### config.mk
export PLATFORM = sky130hd
export DESIGN_NAME = dcache
export DESIGN_NICKNAME = d
export VERILOG_FILES = /design/src/dcache_pkg.sv /design/src/cache_line_store.sv /design/src/miss_queue.sv /design/src/dcache.sv
export SDC_FILE = /design/constraint.sdc
export NUM_CORES = 2
export LEC_CHECK = 0
export BUFFER_PORTS_ARGS = -buffer_cell sky130_fd_sc_hd__buf_2
export CAP_MARGIN = 20
export CELL_PAD_IN_SITES_DETAIL_PLACEMENT = 2
export CELL_PAD_IN_SITES_GLOBAL_PLACEMENT = 2
export CORE_MARGIN = 2
export CORE_UTILIZATION = 25
export CTS_CLUSTER_SIZE = 12
export DETAILED_ROUTE_END_ITERATION = 16
export GPL_TIMING_DRIVEN = 0
export MAX_ROUTING_LAYER = met4
export PLACE_DENSITY = 0.63
export SLEW_MARGIN = 20
export SYNTH_ARGS = -nofsm -noshare
export SYNTH_HDL_FRONTEND = slang
export SYNTH_HIERARCHICAL = 1
export SYNTH_SLANG_ARGS = --single-unit
### constraint.sdc
create_clock -name clock -period 11.7 [get_ports clock]
set_input_delay 0.585 -clock clock [delete_from_list [all_inputs] [get_ports clock]]
set_output_delay 0.585 -clock clock [all_outputs]
set_load 0.05 [all_outputs]
### src/dcache_pkg.sv
`default_nettype none

package dcache_pkg;

    ////////////////////////////////////////
    // sizes
    ////////////////////////////////////////
    localparam int addr_len      = 16;
    localparam int line_addr_len = 13;
    localparam int cache_lines   = 8;
    localparam int miss_lines    = 4;
    // 8 is most recently used, 0 is the next victim
    localparam int lru_len       = 4;
    // tag 0 means the request was refused
    localparam int tag_len       = 4;
    localparam int mem_latency   = 4;
    localparam int mem_lines     = 1 << line_addr_len;

    typedef logic [addr_len-1:0]      addr_t;
    typedef logic [line_addr_len-1:0] line_addr_t;
    typedef logic [31:0]              word_t;
    typedef logic [63:0]              block_t;
    typedef logic [lru_len-1:0]       lru_t;
    typedef logic [tag_len-1:0]       mem_tag_t;

    localparam lru_t lru_mru = lru_t'(cache_lines);

    typedef enum logic [1:0] {
        mem_byte = 2'd0,
        mem_half = 2'd1,
        mem_word = 2'd2
    } mem_size_e;

    typedef enum logic [1:0] {
        bus_none  = 2'd0,
        bus_load  = 2'd1,
        bus_store = 2'd2
    } bus_cmd_e;

    typedef enum logic [1:0] {
        op_fetch_load  = 2'd0,
        op_fetch_store = 2'd1,
        op_write       = 2'd2
    } miss_op_e;

    ////////////////////////////////////////
    // load/store queue side
    ////////////////////////////////////////
    typedef struct packed {
        logic      valid;
        addr_t     addr;
        mem_size_e mem_size;
    } load_req_t;

    typedef struct packed {
        logic  valid;
        word_t value;
    } load_resp_t;

    typedef struct packed {
        logic      valid;
        addr_t     addr;
        mem_size_e mem_size;
        word_t     value;
    } store_req_t;

    typedef struct packed {
        logic valid;
    } store_resp_t;

    ////////////////////////////////////////
    // memory side and internal
    ////////////////////////////////////////
    typedef struct packed {
        logic       valid;
        bus_cmd_e   command;
        line_addr_t line_addr;
        block_t     data;
    } mem_req_t;

    typedef struct packed {
        mem_tag_t accept_tag;
        logic     valid;
        mem_tag_t tag;
        block_t   data;
    } mem_resp_t;

    // miss queue to line store
    typedef struct packed {
        logic       valid;
        line_addr_t line_addr;
        block_t     data;
    } fill_t;

    typedef struct packed {
        logic       valid;
        line_addr_t line_addr;
        miss_op_e   op;
        block_t     data;
    } miss_alloc_t;

endpackage

`default_nettype wire

### src/cache_line_store.sv
`timescale 1ns/100ps
`default_nettype none

module cache_line_store (
    input  logic                   clock,
    input  logic                   reset,
    input  dcache_pkg::load_req_t  load_req,
    input  dcache_pkg::store_req_t store_req,
    input  dcache_pkg::fill_t      fill,
    output logic                   load_hit,
    output dcache_pkg::word_t      load_value,
    output logic                   store_hit,
    output dcache_pkg::block_t     store_line,
    input  logic                   store_commit
);

    logic [dcache_pkg::cache_lines-1:0]                         line_valid, f_valid, n_valid;
    dcache_pkg::line_addr_t [dcache_pkg::cache_lines-1:0]       line_tag, f_tag, n_tag;
    dcache_pkg::block_t [dcache_pkg::cache_lines-1:0]           line_data, f_data, n_data;
    dcache_pkg::lru_t [dcache_pkg::cache_lines-1:0]             line_lru, f_lru, n_lru;

    logic [$clog2(dcache_pkg::cache_lines)-1:0] load_idx, store_idx, touch_idx;
    logic                                       fill_present, fill_placed, touch;
    dcache_pkg::lru_t                           old_lru;
    dcache_pkg::block_t                         load_line;

    // fill first, so a line arriving this cycle already hits
    always_comb begin
        f_valid      = line_valid;
        f_tag        = line_tag;
        f_data       = line_data;
        f_lru        = line_lru;
        fill_present = 1'b0;
        fill_placed  = 1'b0;
        if (fill.valid) begin
            for (int i = 0; i < dcache_pkg::cache_lines; i++) begin
                if (line_valid[i] && line_tag[i] == fill.line_addr) begin
                    fill_present = 1'b1;
                    f_data[i]    = fill.data;
                end
            end
            if (!fill_present) begin
                // age every used line, the oldest then sits at 0
                for (int i = 0; i < dcache_pkg::cache_lines; i++) begin
                    if (f_lru[i] != '0) f_lru[i] = f_lru[i] - 1'b1;
                end
                for (int i = 0; i < dcache_pkg::cache_lines; i++) begin
                    if (!fill_placed && f_lru[i] == '0) begin
                        fill_placed = 1'b1;
                        f_valid[i]  = 1'b1;
                        f_tag[i]    = fill.line_addr;
                        f_data[i]   = fill.data;
                        f_lru[i]    = dcache_pkg::lru_mru;
                    end
                end
            end
        end
    end

    ////////////////////////////////////////
    // lookup
    ////////////////////////////////////////
    always_comb begin
        load_hit  = 1'b0;
        store_hit = 1'b0;
        load_idx  = '0;
        store_idx = '0;
        for (int i = 0; i < dcache_pkg::cache_lines; i++) begin
            if (load_req.valid && f_valid[i] &&
                f_tag[i] == load_req.addr[dcache_pkg::addr_len-1:3]) begin
                load_hit = 1'b1;
                load_idx = $bits(load_idx)'(i);
            end
            if (store_req.valid && f_valid[i] &&
                f_tag[i] == store_req.addr[dcache_pkg::addr_len-1:3]) begin
                store_hit = 1'b1;
                store_idx = $bits(store_idx)'(i);
            end
        end

        load_line = f_data[load_idx];
        case (load_req.mem_size)
            dcache_pkg::mem_byte: load_value = {24'b0, load_line[{load_req.addr[2:0], 3'b000} +: 8]};
            dcache_pkg::mem_half: load_value = {16'b0, load_line[{load_req.addr[2:1], 4'b0000} +: 16]};
            default:              load_value = load_line[{load_req.addr[2], 5'b00000} +: 32];
        endcase

        // merged line for the store, also what goes to memory
        store_line = f_data[store_idx];
        case (store_req.mem_size)
            dcache_pkg::mem_byte: store_line[{store_req.addr[2:0], 3'b000} +: 8]  = store_req.value[7:0];
            dcache_pkg::mem_half: store_line[{store_req.addr[2:1], 4'b0000} +: 16] = store_req.value[15:0];
            default:              store_line[{store_req.addr[2], 5'b00000} +: 32]  = store_req.value;
        endcase
    end

    // load touches first, then a committed store
    always_comb begin
        n_valid   = f_valid;
        n_tag     = f_tag;
        n_data    = f_data;
        n_lru     = f_lru;
        touch     = 1'b0;
        touch_idx = '0;
        old_lru   = '0;
        if (store_commit) n_data[store_idx] = store_line;
        for (int u = 0; u < 2; u++) begin
            touch     = (u == 0) ? load_hit : store_commit;
            touch_idx = (u == 0) ? load_idx : store_idx;
            if (touch) begin
                old_lru = n_lru[touch_idx];
                for (int i = 0; i < dcache_pkg::cache_lines; i++) begin
                    if (n_lru[i] > old_lru) n_lru[i] = n_lru[i] - 1'b1;
                end
                n_lru[touch_idx] = dcache_pkg::lru_mru;
            end
        end
    end

    always_ff @(posedge clock) begin
        if (reset) begin
            line_valid <= '0;
            line_lru   <= '0;
        end else begin
            line_valid <= n_valid;
            line_lru   <= n_lru;
        end
    end

    always_ff @(posedge clock) begin
        line_tag  <= n_tag;
        line_data <= n_data;
    end

endmodule

`default_nettype wire

### src/miss_queue.sv
`timescale 1ns/100ps
`default_nettype none

module miss_queue (
    input  logic                    clock,
    input  logic                    reset,
    input  dcache_pkg::miss_alloc_t alloc,
    input  dcache_pkg::line_addr_t  lookup_line,
    output logic                    line_pending,
    output logic                    has_free,
    output logic                    writes_drained,
    output dcache_pkg::mem_req_t    mem_req,
    input  dcache_pkg::mem_resp_t   mem_resp,
    output dcache_pkg::fill_t       fill
);

    localparam int ml = dcache_pkg::miss_lines;

    logic [ml-1:0]                  ent_valid, ent_sent;
    dcache_pkg::mem_tag_t [ml-1:0]  ent_tag;
    dcache_pkg::line_addr_t [ml-1:0] ent_line;
    dcache_pkg::miss_op_e [ml-1:0]  ent_op;
    dcache_pkg::block_t [ml-1:0]    ent_data;
    // older[i][j] set when entry i was allocated before entry j
    logic [ml-1:0][ml-1:0]          older;

    logic [$clog2(ml)-1:0] issue_idx, resp_idx, alloc_idx;
    logic                  issue_found, resp_found, blocked, accepted;

    ////////////////////////////////////////
    // status towards dcache
    ////////////////////////////////////////
    always_comb begin
        line_pending   = 1'b0;
        has_free       = 1'b0;
        writes_drained = 1'b1;
        alloc_idx      = '0;
        for (int i = ml - 1; i >= 0; i--) begin
            if (ent_valid[i] && ent_line[i] == lookup_line) line_pending = 1'b1;
            if (ent_valid[i] && ent_op[i] == dcache_pkg::op_write) writes_drained = 1'b0;
            if (!ent_valid[i]) begin
                has_free  = 1'b1;
                alloc_idx = $bits(alloc_idx)'(i);
            end
        end
    end

    // oldest entry not yet sent
    always_comb begin
        issue_found = 1'b0;
        issue_idx   = '0;
        blocked     = 1'b0;
        for (int i = 0; i < ml; i++) begin
            blocked = 1'b0;
            for (int j = 0; j < ml; j++) begin
                if (ent_valid[j] && !ent_sent[j] && older[j][i]) blocked = 1'b1;
            end
            if (ent_valid[i] && !ent_sent[i] && !blocked) begin
                issue_found = 1'b1;
                issue_idx   = $bits(issue_idx)'(i);
            end
        end
        mem_req.valid     = issue_found;
        mem_req.command   = (ent_op[issue_idx] == dcache_pkg::op_write) ?
                            dcache_pkg::bus_store : dcache_pkg::bus_load;
        mem_req.line_addr = ent_line[issue_idx];
        mem_req.data      = ent_data[issue_idx];
        accepted          = issue_found && mem_resp.accept_tag != '0;
    end

    // response matching, fetches turn into fills
    always_comb begin
        resp_found = 1'b0;
        resp_idx   = '0;
        for (int i = 0; i < ml; i++) begin
            if (mem_resp.valid && ent_valid[i] && ent_sent[i] && ent_tag[i] == mem_resp.tag) begin
                resp_found = 1'b1;
                resp_idx   = $bits(resp_idx)'(i);
            end
        end
        fill.valid     = resp_found && ent_op[resp_idx] != dcache_pkg::op_write;
        fill.line_addr = ent_line[resp_idx];
        fill.data      = mem_resp.data;
    end

    always_ff @(posedge clock) begin
        if (reset) begin
            ent_valid <= '0;
            ent_sent  <= '0;
            older     <= '0;
        end else begin
            if (accepted) ent_sent[issue_idx] <= 1'b1;
            if (resp_found) ent_valid[resp_idx] <= 1'b0;
            if (alloc.valid && has_free) begin
                ent_valid[alloc_idx] <= 1'b1;
                ent_sent[alloc_idx]  <= 1'b0;
                for (int j = 0; j < ml; j++) begin
                    older[j][alloc_idx] <= ent_valid[j];
                    older[alloc_idx][j] <= 1'b0;
                end
            end
        end
    end

    always_ff @(posedge clock) begin
        if (accepted) ent_tag[issue_idx] <= mem_resp.accept_tag;
        if (alloc.valid && has_free) begin
            ent_line[alloc_idx] <= alloc.line_addr;
            ent_op[alloc_idx]   <= alloc.op;
            ent_data[alloc_idx] <= alloc.data;
        end
    end

endmodule

`default_nettype wire

### src/dcache.sv
`timescale 1ns/100ps
`default_nettype none

module dcache (
    input  logic                    clock,
    input  logic                    reset,
    input  dcache_pkg::load_req_t   load_req,
    input  dcache_pkg::store_req_t  store_req,
    output dcache_pkg::load_resp_t  load_resp,
    output dcache_pkg::store_resp_t store_resp,
    output logic                    writes_drained,
    output dcache_pkg::mem_req_t    mem_req,
    input  dcache_pkg::mem_resp_t   mem_resp
);

    logic                    load_hit, store_hit, store_commit;
    logic                    line_pending, has_free;
    dcache_pkg::word_t       load_value;
    dcache_pkg::block_t      store_line;
    dcache_pkg::fill_t       fill;
    dcache_pkg::miss_alloc_t alloc;
    dcache_pkg::line_addr_t  load_line_addr, store_line_addr, lookup_line;

    assign load_line_addr  = load_req.addr[dcache_pkg::addr_len-1:3];
    assign store_line_addr = store_req.addr[dcache_pkg::addr_len-1:3];

    // a store in the cycle owns the pending lookup
    assign lookup_line = store_req.valid ? store_line_addr : load_line_addr;

    cache_line_store u_lines (
        .clock        (clock),
        .reset        (reset),
        .load_req     (load_req),
        .store_req    (store_req),
        .fill         (fill),
        .load_hit     (load_hit),
        .load_value   (load_value),
        .store_hit    (store_hit),
        .store_line   (store_line),
        .store_commit (store_commit)
    );

    miss_queue u_miss (
        .clock          (clock),
        .reset          (reset),
        .alloc          (alloc),
        .lookup_line    (lookup_line),
        .line_pending   (line_pending),
        .has_free       (has_free),
        .writes_drained (writes_drained),
        .mem_req        (mem_req),
        .mem_resp       (mem_resp),
        .fill           (fill)
    );

    ////////////////////////////////////////
    // allocation, store need wins
    ////////////////////////////////////////
    always_comb begin
        alloc.valid     = 1'b0;
        alloc.line_addr = load_line_addr;
        alloc.op        = dcache_pkg::op_fetch_load;
        alloc.data      = '0;
        if (store_req.valid && store_hit) begin
            alloc.valid     = has_free;
            alloc.line_addr = store_line_addr;
            alloc.op        = dcache_pkg::op_write;
            alloc.data      = store_line;
        end else if (store_req.valid) begin
            // store miss, fetch and let the queue replay
            alloc.valid     = !line_pending && has_free;
            alloc.line_addr = store_line_addr;
            alloc.op        = dcache_pkg::op_fetch_store;
        end else if (load_req.valid && !load_hit) begin
            alloc.valid = !line_pending && has_free;
        end
    end

    assign store_commit = store_req.valid && store_hit && has_free;

    assign load_resp.valid  = load_hit;
    assign load_resp.value  = load_value;
    assign store_resp.valid = store_commit;

endmodule

`default_nettype wire

==> flow_summary.ini <==
[cts]
cts_tree = done
htreeDepth = 4
cts_max_path_buffers = 3
clk_latency_ns = 0.86
cts_made_buffers = 136
cts.clk_slew.worst_paths_ns = 0.06
cts.sinks = 1012
cts_root_buf = clkbuf_16

[final_layout]
area_growth_pct = 23.0
nets = 8232
final_layout_size_suffix_gt1_frac = 0.181
instances_no_fill = 11556

[hold_path]
hold-path-endpoint = u_miss/older[15]$_SDFFE_PP0P_
min-delay-start = reset
worstHoldPathType = in2reg
min_path_cells = 2

[global_routing]
grt_pass1_wl_um = 652000
grt-ovfl-total = 0
antenna_found_initial = 85
grt_max_degree = 38
grt_pass1_vias = 69986
grt_use_total = 0.377

[timing]
finalHoldViolCount = 0
rsz0062_at_grt = false
tightest_slew_ns = 1.38
finalMaxSlewViolations = 0
period_needed_ns = 11.66
max_freq_mhz = 85.8
finalCritPeriodShare = 0.996
setup_viol = 0
slew_headroom = 0.0807
skew_ns = 0.0596

[synth]
synth.top_cell.area_share = 0.212
synth_top_flop_cell = dfxtp_1
ys_ff_latch = 1012
synth.most_common_cell = nand2_1
synth_nets = 7700
synth.distinct_cells = 121
avgSynthCellArea_um2 = 8.60
netlist_instances = 7464
ys_seq_area_frac = 0.367
yosys.area.top_type = dfxtp_1
synth-async-reset-ratio = 0
syn-cell-area_um2 = 64200
synth_edf_count = 332
ys_top_cells_by_area = dfxtp_1 (21%), edfxtp_1 (16%), mux2i_1 (9.9%)
synth_common_cells = nand2_1 (950), dfxtp_1 (680), nor2_1 (638), mux2i_1 (635), a21oi_1 (482)
yosys_warnings = 6

[floorplan]
row_count = 186
fp.dieH_um = 511
die_area_um2 = 261000
die_w_um = 511
core-area_um2 = 256000
start_util = 0.251
io_pins = 260

[detailed_routing]
vias = 70499
via_per_inst = 6.10
wl_per_cell_um = 43.0
dr.pass1.iters = 7
first_iter_violations = 9571
drc = 0
drt_wl_total_um = 497000
ant_nets = 0

[placed_design]
globalplace.congestion = 1.07
dp_cells = 11195
dp_hpwl_um = 379000
io_buffers = 194

[power_and_ir_drop]
total_power_w = 0.0103
p_leak_nw = 30.4
vdd_ir_drop_max_mv = 0.163
power.density_nw_per_um2 = 130

[setup_path]
crit_buf_inv = 10
critPathMaxStageDelay_ns = 0.97
path_class = reg2out
worstPathRequired_ns = 11.12
worst_r2r_path_depth = 32
cp_max_fo = 11
crit_arrival_ns = 11.07
cp_slowest_cell = clkdlybuf4s15_1
ff2ff_setup_slack_ns = 0.08
crit_path_frequent_cell = buf_6
critPathCaptureType = primary output
cp_top_family = simple AND/OR/NAND/NOR gates
start_kind = flop
worstReg2RegEnd = u_miss/ent_data[253]$_DFFE_PP_
r2r-start = u_miss/ent_tag[13]$_DFFE_PP_

[run_status]
status = complete, no violations

[flow_run]
max_cap_viol_count = 0
==> power breakdown <==
part           internal (W)  switching [W]  total (W)
clock network       0.00254        0.00194    0.00448
registers           0.00371      0.0000502    0.00376
logic              0.000571        0.00147    0.00204
total               0.00682        0.00346     0.0103
==> cell usage in the layout, fill, tap and decap left out, types with 218 or more instances in the layout <==
master / count
o21ai_0: 324
edfxtp_1: 332
dfxtp_1: 680
clkbuf_1: 261
inv_1: 218
nand2_1: 941
mux2i_1: 634
a21oi_1: 457
xnor2_1: 268
nor2_1: 617
buf_2: 286
o22ai_1: 220
==> worst max-delay path by stage <==
| stage | startpoint | endpoint | slack, ns | depth (start not counted) |
|---|---|---|---|---|
| CTS | u_miss/ent_tag[13]$_DFFE_PP_ | u_lines/line_lru[0]$_SDFF_PP0_ | 0.007 | 48 |
| global placement | mem_resp[65] | u_miss/older[0]$_SDFFE_PP0P_ | -6.86 | 25 |
| floorplan | mem_resp[67] | u_miss/older[0]$_SDFFE_PP0P_ | 1.87 | 28 |
| global route | u_miss/ent_tag[13]$_DFFE_PP_ | u_lines/line_lru[19]$_SDFF_PP0_ | 0.001 | 52 |
| detailed placement | mem_resp[67] | u_lines/line_lru[27]$_SDFF_PP0_ | -3.30 | 51 |
| finish | u_miss/ent_tag[13]$_DFFE_PP_ | load_resp[6] | 0.04 | 32 |
==> per-layer routing <==
layer | track usage | share of wire | up-vias
li1 | - | - | 28205
met1 | 0.474 | 0.41 | 36698
met2 | 0.534 | 0.41 | 4295
met3 | 0.0997 | 0.10 | 1301
met4 | 0.237 | 0.075 | 0
met5 | - | 0 | -
==> registers in the layout (all words and copies together) (netlist names) <==
signal              cells
u_lines/line_data     512
u_lines/line_lru       32
u_lines/line_tag      104
u_lines/line_valid      8
u_miss/ent_data       256
u_miss/ent_line        52
u_miss/ent_op           8
u_miss/ent_sent         4
u_miss/ent_tag         16
u_miss/ent_valid        4
u_miss/older           16
==> through the flow <==
stage	cell area (µm²)	TNS, ns	worst slack, ns	utilization	hold WS, ns
after floorplan	64200	0	1.87	-	0.431
after global placement	69400	-3090.54	-6.86	0.271	0.450
after detailed placement	72900	-96.71	-3.30	0.285	0.455
after CTS	78200	0	0.00657	0.306	0.0480
after global routing	78900	0	0.00127	0.308	0.0804
final	78900	0	0.0417	0.308	0.0967
==> cell type report <==
type	instances	area (µm²)
Antenna cell	71	178
Buffer	653	3460
Clock buffer	183	3800
Clock inverter	60	846
Fill cell	28663	177000
Inverter	228	863
Multi-Input combinational cell	5563	37900
Sequential cell	1012	23600
Tap cell	3384	4230
Timing Repair Buffer	402	4080
==> cells by family after synthesis <==
group / synth area share
AOI/OAI and AO/OA: 0.181
xor gates and xnor gates: 0.0556
adders and majority gates: 0.0181
buffers and inverters: 0.0607
DFF: 0.367
muxes: 0.140
and+or+nand+nor: 0.177
==> what timing repair did <==
item | in CTS | in global routing
setup buffers | 22 | 26
pin swaps | 13 | 20
endpoints found under the setup margin | 52 | 38
hold buffers | 4 | 0
endpoints found under the hold margin | 16 | 0
resized for setup | 110 | 66
Power figures use the tool's default switching activity.
